## src/rtl/sram_pkg.sv

```systemverilog
package sram_pkg;

  ////////////////////
  // widths

  localparam int sram_addr_w = 16;
  localparam int sram_data_w = 8;
  localparam int sram_meta_w = 4;
  localparam int sram_strb_w = 1;  // one strobe bit per byte lane

  typedef logic [sram_addr_w-1:0] sram_addr_t;
  typedef logic [sram_data_w-1:0] sram_data_t;
  typedef logic [sram_meta_w-1:0] sram_meta_t;
  typedef logic [sram_strb_w-1:0] sram_strb_t;

  ////////////////////
  // enums

  typedef enum logic [1:0] {
    op_read,
    op_write,
    op_skip  // write with no strobe bit set
  } sram_op_e;

  typedef enum logic [1:0] {
    idle,
    read_access,
    write_pulse,
    write_hold  // we_n back high with addr and data still held
  } sram_phase_e;

  ////////////////////
  // structs

  typedef struct packed {
    sram_addr_t addr;
    sram_meta_t meta;
    logic       last;
    logic       wr_en;
    sram_data_t wr_data;
    sram_strb_t wr_strb;
  } sram_cmd_t;

  typedef struct packed {
    sram_op_e   op;
    sram_addr_t addr;
    sram_data_t wr_data;
    sram_meta_t meta;
    logic       last;
  } sram_op_t;

  typedef struct packed {
    sram_meta_t meta;
    logic       last;
    sram_data_t rd_data;
  } sram_resp_t;

endpackage

```

## src/rtl/sram_cmd_decode.sv

```systemverilog
module sram_cmd_decode (
  input  logic                clk,
  input  logic                rst_n,

  input  logic                cmd_valid,
  input  sram_pkg::sram_cmd_t cmd,
  output logic                cmd_ready,

  output logic                op_valid,
  output sram_pkg::sram_op_t  op,
  input  logic                op_ready
);
  import sram_pkg::*;

  logic accept;

  // a write that enables no byte lane still needs a response
  function automatic sram_op_e classify(input sram_cmd_t c);
    sram_op_e kind;
    if (!c.wr_en) begin
      kind = op_read;
    end else if (|c.wr_strb) begin
      kind = op_write;
    end else begin
      kind = op_skip;
    end
    return kind;
  endfunction

  ////////////////////
  // handshake

  assign cmd_ready = !op_valid || op_ready;  // empty, or emptied this edge
  assign accept    = cmd_valid && cmd_ready;

  always_ff @(posedge clk) begin
    if (!rst_n) begin
      op_valid <= 1'b0;
    end else if (accept) begin
      op_valid <= 1'b1;
    end else if (op_ready) begin
      op_valid <= 1'b0;
    end
  end

  ////////////////////
  // operation register

  always_ff @(posedge clk) begin
    if (accept) begin
      op.op      <= classify(cmd);
      op.addr    <= cmd.addr;
      op.wr_data <= cmd.wr_data;
      op.meta    <= cmd.meta;  // tag and last ride along untouched
      op.last    <= cmd.last;
    end
  end

endmodule

```

## config.mk

```make
export PLATFORM = sky130hd
export DESIGN_NAME = sram_cmd_decode
export DESIGN_NICKNAME = d
export VERILOG_FILES = /design/src/rtl/sram_pkg.sv /design/src/rtl/sram_cmd_decode.sv
export SDC_FILE = /design/constraint.sdc
export NUM_CORES = 1
export LEC_CHECK = 0
export ABC_AREA = 1
export BUFFER_PORTS_ARGS = -buffer_cell sky130_fd_sc_hd__buf_4
export CAP_MARGIN = 20
export CORE_MARGIN = 1
export CORE_UTILIZATION = 42
export CTS_CLUSTER_SIZE = 20
export DETAILED_ROUTE_END_ITERATION = 6
export GPL_ROUTABILITY_DRIVEN = 0
export GPL_TIMING_DRIVEN = 1
export HOLD_SLACK_MARGIN = 0.1
export PLACE_DENSITY = 0.84
export SLEW_MARGIN = 40
export SYNTH_ARGS = -nofsm -noshare
export SYNTH_HDL_FRONTEND = slang
export SYNTH_SLANG_ARGS = --single-unit
```

## constraint.sdc

```tcl
create_clock -name clk -period 8 [get_ports clk]
set_clock_uncertainty 0.2 [all_clocks]
set_input_delay 0.8 -clock clk [delete_from_list [all_inputs] [get_ports clk]]
set_output_delay 0.8 -clock clk [all_outputs]
set_load 0.01 [all_outputs]
```

After elaboration in Yosys (flattened, before gate mapping)
Cells that the tools add are included.
{"block": "classes", "muxes": 3, "reduce_logical": 4}
{"op": "$mux 1", "count": 2}
{"op": "$mux 2", "count": 1}
{"op": "$reduce_bool 2->1", "count": 1}
{"op": "$logic_and 1x1->1", "count": 1}
{"op": "$logic_not 1->1", "count": 1}
{"op": "$logic_or 1x1->1", "count": 1}
{"block": "word_totals", "regBits": 32, "output_inout_bits": 33, "elab_cells": 13}

Depth between registers and ports, before layout
Gate-level depths: netlist (run 1).
{"block": "depth", "ltp_word": 4, "mapped_depth": 3, "mapped_depth_nobuf": 3}

Least setup slack after synthesis (run 1)
OpenSTA, ideal clock, no wires.
{"block": "synth_timing", "path_kind": "input to register", "start": "input cmd_valid", "end": "register op[0] (netlist name) (enable)", "setup_ps": 429, "arrival_ps": 2386, "path_slack_ps": 4985, "cell_stages": 2, "n_path_buf": 0, "cell_sequence": "inv_1 -> a21oi_1"}
{"block": "synth_between", "elab_chain_cells": 1}
{"item": "start, declared", "line_no": "sram_cmd_decode.sv:5", "rtl": "input logic cmd_valid,"}
{"item": "$logic_and 1x1->1", "line_no": "sram_cmd_decode.sv:34", "rtl": "assign accept = cmd_valid && cmd_ready;"}
{"item": "named net accept", "line_no": "sram_cmd_decode.sv:15", "rtl": "logic accept;"}
{"item": "end, declared", "line_no": "sram_cmd_decode.sv:10", "rtl": "output sram_pkg::sram_op_t op,"}
The timed path passes the listed nets, and every way through them passes these cells.
A chain may end at the register's enable or synchronous reset.

Worst setup path in the final report (run 1)
{"block": "layout_timing", "start": "input op_ready", "end": "output cmd_ready"}
{"block": "layout_between", "elab_chain_cells": 1}
{"item": "start, declared", "line_no": "sram_cmd_decode.sv:11", "rtl": "input logic op_ready"}
{"item": "$logic_or 1x1->1", "line_no": "sram_cmd_decode.sv:33", "rtl": "assign cmd_ready = !op_valid || op_ready;"}
{"item": "end, declared", "line_no": "sram_cmd_decode.sv:7", "rtl": "output logic cmd_ready,"}
Every way passes these cells.

==> metrics.yaml, run 1 <==
outcome: "finished clean"
period_share: 0.274
tritoncts: "yes"
diodes: 0
finalSetupTns_ns: 0
power.total_uw: 312
path_cells: "buf_4, inv_2, nand2_2, buf_4"
drv_slew: 0
cpMaxStageDelayCell: "buf_4"
yosys.cell_types.count: 9
tightest_slew_ns: 0.488
dr.pass1.iters: 2
numCtsBuffers: 5
syn_area_per_cell_um2: 23.7
placed_area_um2: 1560
drc: 0
hold_buffers: 0
clkSinkCount: 32
grt_pass1_vias: 630
crit_family: "buffers and inverters"
p_per_area_nw_per_um2: 194
clock_path_buffers: 2
p_int_uw: 249
period_minus_slack_ns: 2.19
path_clk_slew_ns: 0.08
yosysSeqAreaShare: 0.954
timing.fmax_mhz: 456
fin_nets: 152
grt_first_pass_wirelength_mm: 2.61
ant_nets: 0
combPwrFrac: 0.123
hold_path_class: "register to register"
design_area_um2: 1610
endpoint_kind: "output pin"
p_sw_uw: 63.0
crit_buf_inv: 3
ys_ff_latch: 32
clkPwrFrac: 0.241
coreArea_um2: 2230
grt-ovfl-total: 0
area_growth_pct: 61.1
post_cts_buffers: 0
yosysWarnings: 0
num_vias: 627
nFillCells: 152
first_iter_violations: 3
die_h_um: 50.7
seqCellArea_um2: 951
report.final.hold_viol_count: 0
setup_violations: 0
io_buffers: 67
multi_input_area_um2: 38.8
rows: 17
die_w_um: 50.7
crit_top_cell: "buf_4"
post-route-util: 0.719
clock_latency_ns: 0.31
cts_resized: 0
critPathKind: "input pin to output pin"
slowest_delay_ns: 0.15
relSlewSlack: 0.674
htree_levels: 2
grt_use_total: 0.156
totalWireLength_mm: 1.78
io_pins: 68
swShare: 0.202
grtUsageMet1: 0.143
crit_required_ns: 7.00
syn_inst: 42
arrival_ns: 1.19
seqPwrFrac: 0.635
grt.busiest_layer: "met2"
layout-drive-gt1-share: 0.658
crit_fanout: 2
grt_max_degree: 18
worstSetupStartpointType: "input pin"
synth_fp_nets: 77
start_util: 0.446
syn-cell-area_um2: 997
cts-root-buf: "clkbuf_4"
grtUsageMet3: 0.109
met2_usage: 0.253
rsz0062_at_grt: "false"
via_per_inst: 4.32
cap_viol_max_count: 0
p_leak_nw: 0.703
antenna_found_initial: 0
die-area_um2: 2570
post-dp-hpwl_mm: 1.38
vdd_ir_drop_max_uv: 149
wire_per_inst_um: 12.3
-- sequential cells by signal (all words and copies together) (netlist names) --
signal	flops
op_valid	1
op	31
-- tightest hold or removal path: stages, from the launching register on --
cell,delay (ns)
dfxtp_1,0.37
nand2_2,0.10
a21oi_2,0.05
-- cell usage in the layout (no fill, tap or decap), drive strengths merged --
master  count
clkinv      2
clkbuf      5
buf        68
nor2        1
inv         5
a21oi       2
edfxtp     31
dfxtp       1
nand2       2
-- worst paths after layout --
path	end	depth (start not counted)	from	slack (ns)
worst min register to register	op_valid	2	op_valid	0.35
worst max register to register	op[4]	2	op_valid	6.45
worst max-delay path	cmd_ready	4	op_ready	5.81
worst min-delay path	op_valid	2	op_valid	0.35
-- through the flow --
step                cells  hold WS [ns]  worst slack [ns]
floorplan              42         0.345              4.98
global placement      137         0.312              5.77
detailed placement    138         0.340              5.81
CTS                   145         0.357              5.81
global route          145         0.369              5.80
finish                145         0.353              5.81
-- cells by family after synthesis --
logic type / after synthesis / synth area share
buf+inv: 5 / 0.0188
flops: 32 / 0.954
simple gates: 3 / 0.0138
compound gates: 2 / 0.0138
-- Yosys cell counts, drive strengths merged --
master,n,share of area
edfxtp,31,0.93
a21oi,2,0.014
nand2,2,0.010
inv,5,0.019
nor2,1,0.0038
dfxtp,1,0.020
-- metal layers --
layer | up-vias | part of all wire
met4 | 0 | 0.015
li1 | 306 | -
met2 | 49 | 0.50
met5 | - | 0
met1 | 267 | 0.35
met3 | 5 | 0.13
-- power by group through the flow --
| stage | Sequential, mW | Clock (mW) | Combinational (mW) |
|---|---|---|---|
| 2_1_floorplan | 0.208 | 0 | 0.00437 |
| 3_3_place_gp | 0.202 | 0 | 0.0371 |
| 3_5_place_dp | 0.202 | 0 | 0.0390 |
| 4_1_cts | 0.198 | 0.0790 | 0.0390 |
| 5_1_grt | 0.199 | 0.0851 | 0.0416 |
| 6_report | 0.198 | 0.0752 | 0.0385 |
-- layout make-up --
cell class	instances	area share
inverter	5	0.0117
timing repair buffer	68	0.322
clock inverter	2	0.00467
tap	28	0.0218
clock buffer	5	0.0234
sequential	32	0.592
multi-input combinational	5	0.0241
No activity file was read; power rests on OpenSTA's default activity.
==> run 2: changes to the inputs <==
--- a/config.mk
+++ b/config.mk
@@ -5,17 +5,17 @@
 export SDC_FILE = /design/constraint.sdc
 export NUM_CORES = 1
 export LEC_CHECK = 0
-export ABC_AREA = 1
+export ABC_AREA = 0
 export BUFFER_PORTS_ARGS = -buffer_cell sky130_fd_sc_hd__buf_4
 export CAP_MARGIN = 20
 export CORE_MARGIN = 1
-export CORE_UTILIZATION = 42
+export CORE_UTILIZATION = 36
 export CTS_CLUSTER_SIZE = 20
 export DETAILED_ROUTE_END_ITERATION = 6
 export GPL_ROUTABILITY_DRIVEN = 0
 export GPL_TIMING_DRIVEN = 1
 export HOLD_SLACK_MARGIN = 0.1
-export PLACE_DENSITY = 0.84
+export PLACE_DENSITY = 0.77
 export SLEW_MARGIN = 40
 export SYNTH_ARGS = -nofsm -noshare
 export SYNTH_HDL_FRONTEND = slang
==> constraint.sdc (replaced) <==
create_clock -name clk -period 2 [get_ports clk]
set_clock_uncertainty 0.2 [all_clocks]
set_input_delay 0.2 -clock clk [delete_from_list [all_inputs] [get_ports clk]]
set_output_delay 0.2 -clock clk [all_outputs]
set_load 0.01 [all_outputs]
==> metrics.yaml, run 2 <==
grt_first_pass_wirelength_mm: 3.71  # +42%
yosysTopAreaCell: "edfxtp_1"
syn_inst: 38  # -9.5%
numCtsBuffers: 5  # unchanged
crit_fanout: 2  # unchanged
grt_max_degree: 32  # +14
die_w_um: 54.7  # +7.9%
design_area_um2: 1930  # +20%
period_share: 0.838
final_common_cell: "buf_4"
worstSetupStartpointType: "input pin"
num_vias: 757  # +21%
yosysWarnings: 0  # unchanged
synth_enable_flop_cells: 31  # unchanged
grt_use_total: 0.203  # +0.0468
yosysTopAreaCellShare: 0.930  # -0.00350
post-synth-top-count-cell: "edfxtp_1"
io_pins: 68  # unchanged
timing.fmax_mhz: 596
tritoncts: "yes"
cts_resized: 0  # unchanged
die-area_um2: 3000  # +16%
relSlewSlack: 0.742  # +0.0684
placed_cells: 135  # -2.2%
regMostFlops: "op"
via_per_inst: 4.28  # -1.1%
die_h_um: 54.7  # +7.9%
ant_nets: 0  # unchanged
critPathKind: "input pin to register"
period_minus_slack_ns: 1.68
coreArea_um2: 2540  # +14%
synth.top_cells.by_area: "edfxtp_1, dfxtp_1, nand2b_4, a21boi_2, and2_4"
cts-root-buf: "clkbuf_4"
wire_per_inst_um: 14.5  # +18%
yosys.cell_types.count: 8  # -1
largest_register_ffs: 31  # unchanged
crit_required_ns: 1.88  # -5.12 ns
totalWireLength_mm: 2.57  # +44%
syn-cell-area_um2: 1000  # +0.38%
vdd_ir_drop_max_uv: 578  # +290%
placed_area_um2: 1540  # -1.3%
layout.cells.non_filler: 177  # +22%
grt-ovfl-total: 0  # unchanged
htree_levels: 2  # unchanged
start_util: 0.393  # -0.0532
seqCellArea_um2: 951  # unchanged
synth_fp_nets: 73  # -5.2%
tightest_slew_ns: 0.387  # -0.102 ns
clkSinkCount: 32  # unchanged
p_per_area_nw_per_um2: 693  # +260%
drv_slew: 0  # unchanged
multi_input_area_um2: 46.3  # +19%
final_cell_mix: "buf_4, dlygate4sd3_1, edfxtp_1"
rows: 18  # +1
syn_area_per_cell_um2: 26.3  # +11%
endpoint_kind: "register"
dr.pass1.iters: 3  # +1
outcome: "finished clean"
nFillCells: 144  # -5.3%
setup_violations: 0  # unchanged
finalSetupTns_ns: 0  # unchanged
hold_ws_ns: 0.253  # -0.0999 ns
cap_viol_max_count: 0  # unchanged
layout-drive-gt1-share: 0.510  # -0.148
post_cts_buffers: 0  # unchanged
fin_nets: 181  # +19%
ys_ff_latch: 32  # unchanged
rsz0062_at_grt: "false"
async_reset_ff_frac: 0  # unchanged
arrival_ns: 1.56  # +0.37 ns
grt_pass1_vias: 749  # +19%
first_iter_violations: 9  # +6
hold_path_class: "input pin to register"
largestRegisters: "op (31), op_valid (1)"
report.final.hold_viol_count: 0  # unchanged
yosysSeqAreaShare: 0.950  # -0.00358
clock_latency_ns: 0.32  # about the same
io_buffers: 67  # unchanged
diodes: 0  # unchanged
drc: 0  # unchanged
p_leak_nw: 0.828  # +18%
area_growth_pct: 92.9
clock_path_buffers: 2  # unchanged
path_clk_slew_ns: 0.09  # about the same
synth_flop_cell: "edfxtp_1"
antenna_found_initial: 0  # unchanged
-- run 2: path summary, 6_finish.rpt --
| path | start | to | slack, ns | depth (start not counted) |
|---|---|---|---|---|
| max | cmd[9] | op[30] | 0.32 | 4 |
| min reg2reg | op_valid | op[24] | 0.75 | 2 |
| max reg2reg | op_valid | op_valid | 0.62 | 3 |
| min | cmd_valid | op[24] | 0.25 | 2 |
-- run 2: cells by family (layout without fill, tap and decap cells) --
logic type	count (synthesis)	count (layout)	share of synthesized area
compound gates	1	1	0.0112
buf+inv	1	110	0.00375
flops	32	32	0.950
simple gates	4	4	0.0350
-- run 2: stage by stage --
| stage | setup slack [ns] | util | power [mW] |
|---|---|---|---|
| after floorplan | 0.676 | - | 0.848 |
| after global placement | 0.673 | 0.606 | 0.955 |
| after detailed placement | 0.631 | 0.606 | 0.960 |
| after CTS | 0.367 | 0.759 | 1.34 |
| after global routing | 0.353 | 0.759 | 1.39 |
| final | 0.323 | 0.759 | 1.34 |
-- run 2: repair_timing --
| item | 4_1_cts | 5_1_grt |
|---|---|---|
| hold endpoints to repair | 32 | 0 |
| hold buffers | 34 | 0 |
| endpoints found under the setup margin | 0 | 0 |
-- run 2: report_power, final --
group	internal, mW	switching, mW
combinational	0.134	0.0734
sequential	0.782	0.0135
clock	0.135	0.200
total	1.05	0.287
-- run 2: final cells by class --
cell class / count / area share
sequential: 32 / 0.493
timing repair buffer: 101 / 0.437
multi-input combinational: 5 / 0.0240
clock buffer: 7 / 0.0233
tap: 30 / 0.0194
clock inverter: 1 / 0.00194
inverter: 1 / 0.00194
-- run 2: worst max-delay path, stage by stage --
cell,delay (ns)
dlygate4sd3_1,0.55
buf_4,0.14
nor2b_1,0.11
dlygate4sd3_1,0.56
-- run 2: routing by layer --
| layer | track usage | share of wire | up-vias |
|---|---|---|---|
| met1 | 0.221 | 0.37 | 336 |
| met3 | 0.122 | 0.13 | 2 |
| met2 | 0.301 | 0.50 | 54 |
| met4 | 0.115 | 0.0086 | 0 |
| li1 | - | - | 365 |
| met5 | 0 | 0 | - |
