`config.mk`:
```
export PLATFORM = sky130hd
export DESIGN_NAME = sram_resp_result
export DESIGN_NICKNAME = d
export VERILOG_FILES = /design/src/rtl/sram_pkg.sv /design/src/rtl/sram_resp_result.sv
export SDC_FILE = /design/constraint.sdc
export NUM_CORES = 1
export LEC_CHECK = 0
export ABC_AREA = 1
export ABC_CLOCK_PERIOD_IN_PS = 1690
export BUFFER_PORTS_ARGS = -buffer_cell sky130_fd_sc_hd__buf_4
export CORE_ASPECT_RATIO = 1.4
export CORE_UTILIZATION = 50
export DETAILED_ROUTE_END_ITERATION = 8
export HOLD_SLACK_MARGIN = 0.08
export PLACE_DENSITY = 0.77
export SYNTH_ARGS = -nofsm -noshare
export SYNTH_HDL_FRONTEND = slang
export SYNTH_SLANG_ARGS = --single-unit
```
`constraint.sdc`:
```
create_clock -name clk -period 1.69 [get_ports clk]
set_input_delay 0.2535 -clock clk [delete_from_list [all_inputs] [get_ports clk]]
set_output_delay 0.2535 -clock clk [all_outputs]
set_load 0.01 [all_outputs]
```
`src/rtl/sram_pkg.sv`:
```
package sram_pkg;

  ////////////////////
  // widths

  localparam int sram_addr_w = 16;
  localparam int sram_data_w = 8;
  localparam int sram_meta_w = 4;
  localparam int sram_strb_w = 1;  // one strobe bit per byte lane

  typedef logic [sram_addr_w-1:0] sram_addr_t;
  typedef logic [sram_data_w-1:0] sram_data_t;
  typedef logic [sram_meta_w-1:0] sram_meta_t;
  typedef logic [sram_strb_w-1:0] sram_strb_t;

  ////////////////////
  // enums

  typedef enum logic [1:0] {
    op_read,
    op_write,
    op_skip  // write with no strobe bit set
  } sram_op_e;

  typedef enum logic [1:0] {
    idle,
    read_access,
    write_pulse,
    write_hold  // we_n back high with addr and data still held
  } sram_phase_e;

  ////////////////////
  // structs

  typedef struct packed {
    sram_addr_t addr;
    sram_meta_t meta;
    logic       last;
    logic       wr_en;
    sram_data_t wr_data;
    sram_strb_t wr_strb;
  } sram_cmd_t;

  typedef struct packed {
    sram_op_e   op;
    sram_addr_t addr;
    sram_data_t wr_data;
    sram_meta_t meta;
    logic       last;
  } sram_op_t;

  typedef struct packed {
    sram_meta_t meta;
    logic       last;
    sram_data_t rd_data;
  } sram_resp_t;

endpackage

```
`src/rtl/sram_resp_result.sv`:
```
module sram_resp_result (
  input  logic                 clk,
  input  logic                 rst_n,

  input  logic                 res_valid,
  input  sram_pkg::sram_resp_t res,
  output logic                 res_ready,

  output logic                 resp_valid,
  output sram_pkg::sram_resp_t resp,
  input  logic                 resp_ready
);
  import sram_pkg::*;

  sram_resp_t mem [2];
  logic       wr_ptr;
  logic       rd_ptr;
  logic [1:0] count;
  logic       push;
  logic       pop;

  ////////////////////
  // two-entry FIFO

  assign res_ready  = (count != 2'd2);  // only stalls execute when full
  assign resp_valid = (count != 2'd0);
  assign resp       = mem[rd_ptr];      // head stays put until popped

  assign push = res_valid && res_ready;
  assign pop  = resp_valid && resp_ready;

  always_ff @(posedge clk) begin
    if (!rst_n) begin
      wr_ptr <= 1'b0;
      rd_ptr <= 1'b0;
      count  <= 2'd0;
    end else begin
      if (push) begin
        wr_ptr <= !wr_ptr;
      end
      if (pop) begin
        rd_ptr <= !rd_ptr;
      end
      case ({push, pop})
        2'b10:   count <= count + 2'd1;
        2'b01:   count <= count - 2'd1;
        default: count <= count;  // both or neither
      endcase
    end
  end

  always_ff @(posedge clk) begin
    if (push) begin
      mem[wr_ptr] <= res;
    end
  end

endmodule

```
# After elaboration in Yosys (flattened, before gate mapping)

Memory sizes are Yosys's and may differ from the RTL's. A register that Yosys moved wholly into a read port is not among the register bits.
Index checks and enable logic that the tools add are counted.
Widths: inputs -> output; s select.

Flip-flop bits (word level): 4
Bits in writable memories: 26
Output and inout port bits: 15
Logic and storage cells: 20
Memories kept: 1
Input bits: 17

Memory list:

| name | depth | width | rd ports | clocked after Yosys merged registers in | write ports | line                   | text |
|---|---|---|---|---|---|---|---|
| mem  | 2     | 13    | 1        | 1                                       | 1           | sram_resp_result.sv:15 | `sram_resp_t mem [2];` |

Multiplexer cells: 5
Add/sub/neg operators: 2
Equal/unequal tests: 3
Reductions and logical operators: 6

Operators by type and width:

| kind                | count |
|---|---|
| $mux 1              | 4 |
| $pmux 2 s2          | 1 |
| $reduce_bool 2->1   | 2 |
| $add 2x1->2 const B | 1 |
| $eq 2x1->1 const B  | 1 |
| $eq 2x2->1 const B  | 1 |
| $logic_and 1x1->1   | 2 |
| $logic_not 1->1     | 2 |
| $ne 2x2->1 const B  | 1 |
| $sub 2x1->2 const B | 1 |

# Longest topological paths before layout

Gate-level depths: netlist (run 1).

Depth after elaboration: 4
Mapped depth: 9

# Least setup slack after synthesis (run 1)

No wires, ideal clock.

Path kind: register to register
Start: reg count[0]
End: mem mem[0][0] (netlist bit) (enable)
Library setup time: 382 ps
Period minus slack after synthesis: 1567 ps
Buffers on the path: 0
Setup slack: 123 ps
Data arrival time: 1184 ps
Cell stages (with the launch flop): 5
Path through: dfxtp_1 -> inv_2 -> nand2_2 -> nand2_4 -> nor2_1

Cells in the longest elaborated chain, start to end: 4

Ends and longest elaborated chain:

| element                      | line                   | text |
|---|---|---|
| start, declared              | sram_resp_result.sv:18 | `logic [1:0] count;` |
| start signal, assigned       | sram_resp_result.sv:45 | `2'b10: count <= count + 2'd1;` |
| start signal, assigned       | sram_resp_result.sv:46 | `2'b01: count <= count - 2'd1;` |
| start signal, assigned       | sram_resp_result.sv:47 | `default: count <= count;` |
| $ne 2x2->1                   | sram_resp_result.sv:25 | `assign res_ready = (count != 2'd2);` |
| via res_ready                | sram_resp_result.sv:7  | `output logic res_ready,` |
| $logic_and 1x1->1            | sram_resp_result.sv:29 | `assign push = res_valid && res_ready;` |
| $mux 1                       | sram_resp_result.sv:53 | `if (push) begin` |
| $mux 1 (not written as such) | sram_resp_result.sv:54 | `mem[wr_ptr] <= res;` |
| end, declared                | sram_resp_result.sv:15 |  |

The timed path passes the listed nets, and every way through them passes these cells.

==> results of run 1 <==
-- path summary, 6_finish.rpt --
check	slack [ps]	endpoint	cells past startpoint
worst max-delay path	130	resp[4]	3
worst min-delay path	120	mem[0][2]	1
worst max register to register	290	count[1]	9
worst min register to register	520	flip-flop	2
-- stage by stage --
step	instances	utilization (%)	instance area, um^2	total power, mW
finish	138	69.2	1560	1.92
global route	138	69.2	1560	2.04
CTS	138	69.1	1560	1.95
detailed placement	130	66.9	1510	1.57
global placement	130	66.9	1510	1.54
floorplan	76	-	1230	1.33
-- cell usage after synthesis --
master	number	area share, %
edfxtp_1	26	63
mux2_4	10	12
nand2_1	8	2.4
nor2_1	8	2.4
dfxtp_1	5	8.1
inv_1	4	1.2
mux2_2	3	2.7
a21oi_1	1	0.41
buf_6	1	0.91
ha_1	1	1.0
inv_2	1	0.30
nand2_2	1	0.51
nand2_4	1	0.91
nand3_1	1	0.41
nand4_1	1	0.51
nor2_2	1	0.51
nor2_4	1	0.91
o21a_1	1	0.61
o21ai_0	1	0.41
-- worst max-delay path, cell delays in order (launching register included) --
cell and delay (ps):
dfxtp_2 390, buf_12 160, mux2_4 300, buf_4 140
-- per-layer routing --
metal	vias to the layer above	share of wire [%]
li1	352	-
met1	330	35
met2	28	56
met3	6	5.9
met4	0	2.6
met5	-	0
-- power by group through the flow --
stage                     clock, mW  combinational [mW]  sequential, mW
final                         0.369               0.563           0.987
after global routing          0.424               0.613            1.00
after CTS                     0.390               0.569           0.987
after detailed placement          0               0.567            1.00
after global placement            0               0.548           0.996
after floorplan                   0               0.344           0.989
-- sequential cells by signal (all words and copies together), names as in the netlist, named ones only --
signal and count:
wr_ptr 1, mem 26, count 2, rd_ptr 1
-- final cells by class --
type	count	area share (%)
clock buffers	6	2.65
repair buffers	33	16.7
well taps	22	1.77
inverters	5	1.20
flip-flops and latches	31	56.6
clock inverters	2	0.482
multi-input cells	39	20.6
-- cells by family (layout without fill, tap and decap cells) --
family	count (synthesis)	count (layout)	synth area share, %
AO/OA/AOI/OAI	3	3	1.42
buffers and inverters	6	46	2.44
AND/OR/NAND/NOR	22	22	8.64
multiplexers	13	13	14.9
flip-flops	31	31	71.5
adder cells (fa/ha/maj)	1	1	1.02
==> metrics.md, run 1 <==
| Metric | Value |
|---|---|
| Run status | `finished with violations` |
| Failing checks | `DRC` |
| Final setup TNS | `0 ps` |
| Most Crowded Layer GR | `met2` |
| Post-Place Worst Slack | `312 ps` |
| HP Start | `res[2]` |
| Synth Area per Inst | `16.2 um^2` |
| Num rows | `20` |
| Met2 usage | `31.6%` |
| DR DRC count | `2` |
| Final Critical Period | `1560 ps` |
| Sequential fraction of design power | `51.4%` |
| Via count | `716` |
| Root buf cell | `clkbuf_4` |
| Final setup viols | `0` |
| Fraction of the cycle the final worst path needs | `92.5%` |
| Worst vdd ir | `0.848 mV` |
| Multi-input gate area | `around 320 um^2` |
| Layout area overhead | `26.5%` |
| Core ar. | `2250 um^2` |
| DIE AREA | `2670 um^2` |
| CTS Sinks | `31` |
| Max-cap viol count | `0` |
| Syn_nets | `94` |
| Drt total wl | `1880 um` |
| Slew Viols, Final | `0` |
| Htree depth | `2` |
| Die Span X | `43.9 um` |
| Antenna violations before repair | `0` |
| Nets | `133` |
| RR Startpoint | `count[0]` |
| Worst Hold Class | `in2reg` |
| RSZ-0062 raised after global routing | `false` |
| GR Overflow Total | `0` |
| Initial DRC count | `15` |
| Least-Margin Pin Slew | `398 ps` |
| Number of top-level pins | `32` |
| Unique masters post-synth | `19` |
| Post-CTS Hold Fix Bufs | `0` |
| WHS | `approximately 120 ps` |
| Clk pwr share | `19.2%` |
| Final WS setup | `127 ps` |
| Commonest non-fill, non-tap cell in the layout | `buf_4` |
| Critical Path RT | `1440 ps` |
| Final Hold Violating Endpoints | `0` |
| Leak | `about 0.64 nW` |
| Hpwl dp | `1420 um` |
| DR vias/cell | `5.19` |
| Int Power | `1.40 mW` |
| FF+latch area | `882 um^2` |
| Share of cells above drive strength 1 | `49.1%` |
| Crit path kind | `reg2out` |
| Routed Antenna Nets | `0` |
| TritonCTS clock tree | `built` |
| Post-CTS sizing | `0` |
| GR Util met3 | `8.04%` |
| CP Max Fanout | `10` |
| Largest net degree at the start of global routing | `15` |
| CP endpoint kind | `output pin` |
| Met1 Use GR | `16.2%` |
| GPL Wtd Cong | `~0.63` |
| Post-Synthesis Cells | `76` |
| DR WL/cell | `13.6 um` |
| Vias in the first global route | `just over 700` |
| Slew headroom | `73.4%` |
| Initial core utilization | `54.7%` |
| Post-CTS Setup Bufs | `0` |
| IO buf count | `31` |
| Global-route wire length before repair | `3120 um` |
| TritonCTS buffer count | `5` |
| # fillers | `166` |
| Setup Skew | `between 5 and 6 ps` |
| Mapped Area | `approximately 1200 um^2` |
| Worst-Skew Late Latency | `320 ps` |
| First-pass DRT Iterations | `6` |
| Pwr dens | `1230 nW/um^2` |
| Die height | `60.7 um` |
| Crit path DAT | `about 1300 ps` |
| Register area share after synthesis | `71.5%` |
| Diode count | `0` |
| Commonest non-fill, non-tap cells in the layout | `buf_4, edfxtp_1, mux2_4` |
| Sw Pwr | `523 uW` |
| Maximum clock insertion buffer count | `2` |
| Clock transition at the registers of the reported paths | `80 ps` |
| Number of synthesis warnings | `0` |
| Global Route Usage Sum | `17.7%` |
| Fmax | `640 MHz` |
| Logic gate share of total power | `between 20 and 30%` |
| Sw Share | `around 27%` |
| Worst setup SP type | `flip-flop` |
| FF+latch count, synth | `31` |
(Power assumes the default switching activity.)
==> run 2: changes to the inputs <==
Settings changed: ABC_AREA 1 to unset, PLACE_DENSITY 0.77 to 0.78.
==> run 2 against run 1 <==
Against the previous run:
- the run now ends clean
- sequential power grew 4%
- core utilization is essentially flat
- routed wire length shrank 5.6%
- first-iteration DRC count grew 33%
- fmax shrank 2.6%
- combinational power grew 33%
- area after synthesis shrank 5.2%
- count of clock-buffer cells in the layout grew 1
- via count shrank 7.1%
- cell area shrank 3.3%
- sequential share of layout area grew 1.9 points
- critical path depth is the same
- largest cell class unchanged
==> metrics.md, run 2 <==
| Metric | Value |
|---|---|
| Run status | `finished clean` |
| Crit path DAT | `1350 ps (+40 ps)` |
| Tot Pwr | `2.21 mW (+15%)` |
| WHS | `110 ps (-7.34 ps)` |
| Least-Margin Pin Slew | `182 ps (-216 ps)` |
| Number of placed instances, taps included | `119 (-8.5%)` |
| Antenna violations before repair | `0 (unchanged)` |
| Primary FF master, synth | `edfxtp_1` |
| Clk pwr share | `19.4% (+0.2 points)` |
| Commonest non-fill, non-tap cell in the layout | `buf_4` |
| Fraction of the cycle the final worst path needs | `95.0% (+2.4 points)` |
| Die Span X | `42.8 um (-2.5%)` |
| Number of synthesis warnings | `0 (unchanged)` |
| Commonest non-fill, non-tap cells in the layout | `buf_4, edfxtp_1, mux2_2` |
| Final setup viols | `0 (unchanged)` |
| Logic gate share of total power | `33.9% (+4.6 points)` |
| Worst-Skew Late Latency | `320 ps (about the same)` |
| Post-Synthesis Cells | `64 (-16%)` |
| Syn_nets | `82 (-13%)` |
| CP endpoint kind | `output pin` |
| Int Power | `1.60 mW (+15%)` |
| Via count | `665 (-7.1%)` |
| Post-CTS Hold Fix Bufs | `0 (unchanged)` |
| Core ar. | `2180 um^2 (-3.3%)` |
| Final setup TNS | `0 ps (unchanged)` |
| Final WS setup | `85.2 ps (-41.3 ps)` |
| Largest net degree at the start of global routing | `14 (-1)` |
| Synth Area per Inst | `18.2 um^2 (+13%)` |
| CP Max Fanout | `13 (+3)` |
| Global Route Usage Sum | `16.0% (-1.6 points)` |
| Area contributors post-synth | `edfxtp_1, mux2_2, dfxtp_1` |
| Area leader, netlist | `edfxtp_1` |
| Non-Filler Instances | `127 (-8.0%)` |
| Pwr dens | `1460 nW/um^2 (+19%)` |
| Reg with most FFs | `mem` |
| Slew Viols, Final | `0 (unchanged)` |
| Final Hold Violating Endpoints | `0 (unchanged)` |
| Routed Antenna Nets | `0 (unchanged)` |
| Initial DRC count | `20 (+5)` |
| IO buf count | `31 (unchanged)` |
| Mapped Area | `1170 um^2 (-5.2%)` |
| DR vias/cell | `5.24 (+0.92%)` |
| FF+latch count, synth | `31 (unchanged)` |
| Worst vdd ir | `1.05 mV (+24%)` |
| Diode count | `0 (unchanged)` |
| Register area share after synthesis | `75.5% (+3.9 points)` |
| Maximum clock insertion buffer count | `2 (unchanged)` |
| Drt total wl | `1770 um (-5.6%)` |
| Top cells by count, synth | `edfxtp_1, mux2_2, dfxtp_1` |
| Cell area after layout | `1510 um^2 (-3.3%)` |
| Final Critical Period | `1600 ps (+41.3 ps)` |
| Critical Path RT | `1440 ps (about the same)` |
| TritonCTS buffer count | `5 (unchanged)` |
| Crit path kind | `reg2out` |
| Post-Place Worst Slack | `110 ps (-202 ps)` |
| Largest register FFs | `26 (unchanged)` |
| Unique masters post-synth | `20 (+1)` |
| TritonCTS clock tree | `built` |
| RSZ-0062 raised after global routing | `false` |
| Layout area overhead | `29.0%` |
| Placed cell areas | `1450 um^2 (-4.1%)` |
| Max-cap viol count | `0 (unchanged)` |
| Vias in the first global route | `681 (-6.2%)` |
| Sw Share | `27.4% (+0.11 points)` |
| Nets | `122 (-8.3%)` |
| Setup Skew | `10.9 ps (+5.01 ps)` |
| Die height | `59.2 um (-2.5%)` |
| Asr flop ratio synth | `0% (unchanged)` |
| Global-route wire length before repair | `2800 um (-10%)` |
| DR WL/cell | `13.9 um (+2.5%)` |
| Sw Pwr | `604 uW (+15%)` |
| Leak | `0.588 nW (-8.0%)` |
| Fmax | `623 MHz (-2.6%)` |
| Post-layout util | `69.2% (about the same)` |
| Top Registers | `mem: 26 flops, count: 2 flops` |
| Num rows | `20 (unchanged)` |
| DR DRC count | `0 (-2)` |
| Hpwl dp | `1290 um (-9.5%)` |
| Number of synthesized flops with an enable pin | `26 (unchanged)` |
| Number of top-level pins | `32 (unchanged)` |
| Clock transition at the registers of the reported paths | `90 ps (about the same)` |
| Share of cells above drive strength 1 | `54.3% (+5.1 points)` |
| Initial core utilization | `53.6% (-1.0 points)` |
| Worst Hold Class | `in2reg` |
| DIE AREA | `2530 um^2 (-5.0%)` |
| Yosys top cell area share | `66.9% (+3.5 points)` |
| GR Overflow Total | `0 (unchanged)` |
| Slew headroom | `87.8% (+14 points)` |
| Htree depth | `2 (unchanged)` |
| Top-count cell post-synth | `edfxtp_1` |
| Root buf cell | `clkbuf_4` |
| GPL Wtd Cong | `0.677 (+7.1%)` |
| Worst setup SP type | `flip-flop` |
| First-pass DRT Iterations | `4 (-2)` |
| CTS Sinks | `31 (unchanged)` |
| Sequential fraction of design power | `46.7% (-4.7 points)` |
run 2: cell types whose count changed after synthesis, sizes merged, moves of 2 or more:
cell	before	now
nor2	10	0
nand2	10	1
a21boi	0	2
inv	5	1
nor2b	0	2
xnor2	0	3
run 2: worst paths after layout:
| path | start | endpoint | slack (ps) | cells after the start |
|---|---|---|---|---|
| hold reg to reg | count[1] | count[1] | 520 | 2 |
| setup reg to reg | count[0] | count[1] | 140 | 5 |
| setup / recovery | flip-flop | resp[10] | 90 | 3 |
| hold / removal | res[8] | mem[1][8] | 110 | 1 |
run 2: power by group through the flow:
stage               Combinational [mW]  Clock [mW]  Sequential (mW)
floorplan                        0.442           0             1.04
global placement                 0.738           0             1.04
detailed placement               0.758           0             1.05
CTS                              0.764       0.443             1.03
global route                     0.810       0.466             1.05
finish                           0.747       0.428             1.03
run 2: per-layer routing:
| layer | up-vias | wire length, um | global-route usage (%) |
|---|---|---|---|
| met2 | 23 | 978 | 29.7 |
| met4 | 0 | 21 | 8.04 |
| li1 | 322 | - | - |
| met3 | 3 | 149 | 8.23 |
| met1 | 317 | 623 | 13.5 |
| met5 | - | 0 | 0 |
run 2: repair_timing:
item	CTS	global route
setup endpoints to repair	0	1
gates resized for setup	0	1
setup buffers	0	0
run 2: final cells by class:
type,instances,area (um^2)
clock buffers,7,55.1
clock inverters,1,5.00
fillers,164,671
inverters,1,3.75
multi-input cells,31,278
flip-flops and latches,31,882
well taps,22,27.5
repair buffers,34,255
run 2: kinds of logic after synthesis:
family,synth area share (%)
flops,75.5
mux,12.5
simple gates,4.72
compound gates,3.22
xor+xnor,2.25
buf+inv,0.750
fa+ha+maj,1.07
run 2: critical path, stage by stage (launching register included):
cell	delay, ps
dfxtp_1	320
buf_4	200
mux2_2	370
buf_4	140
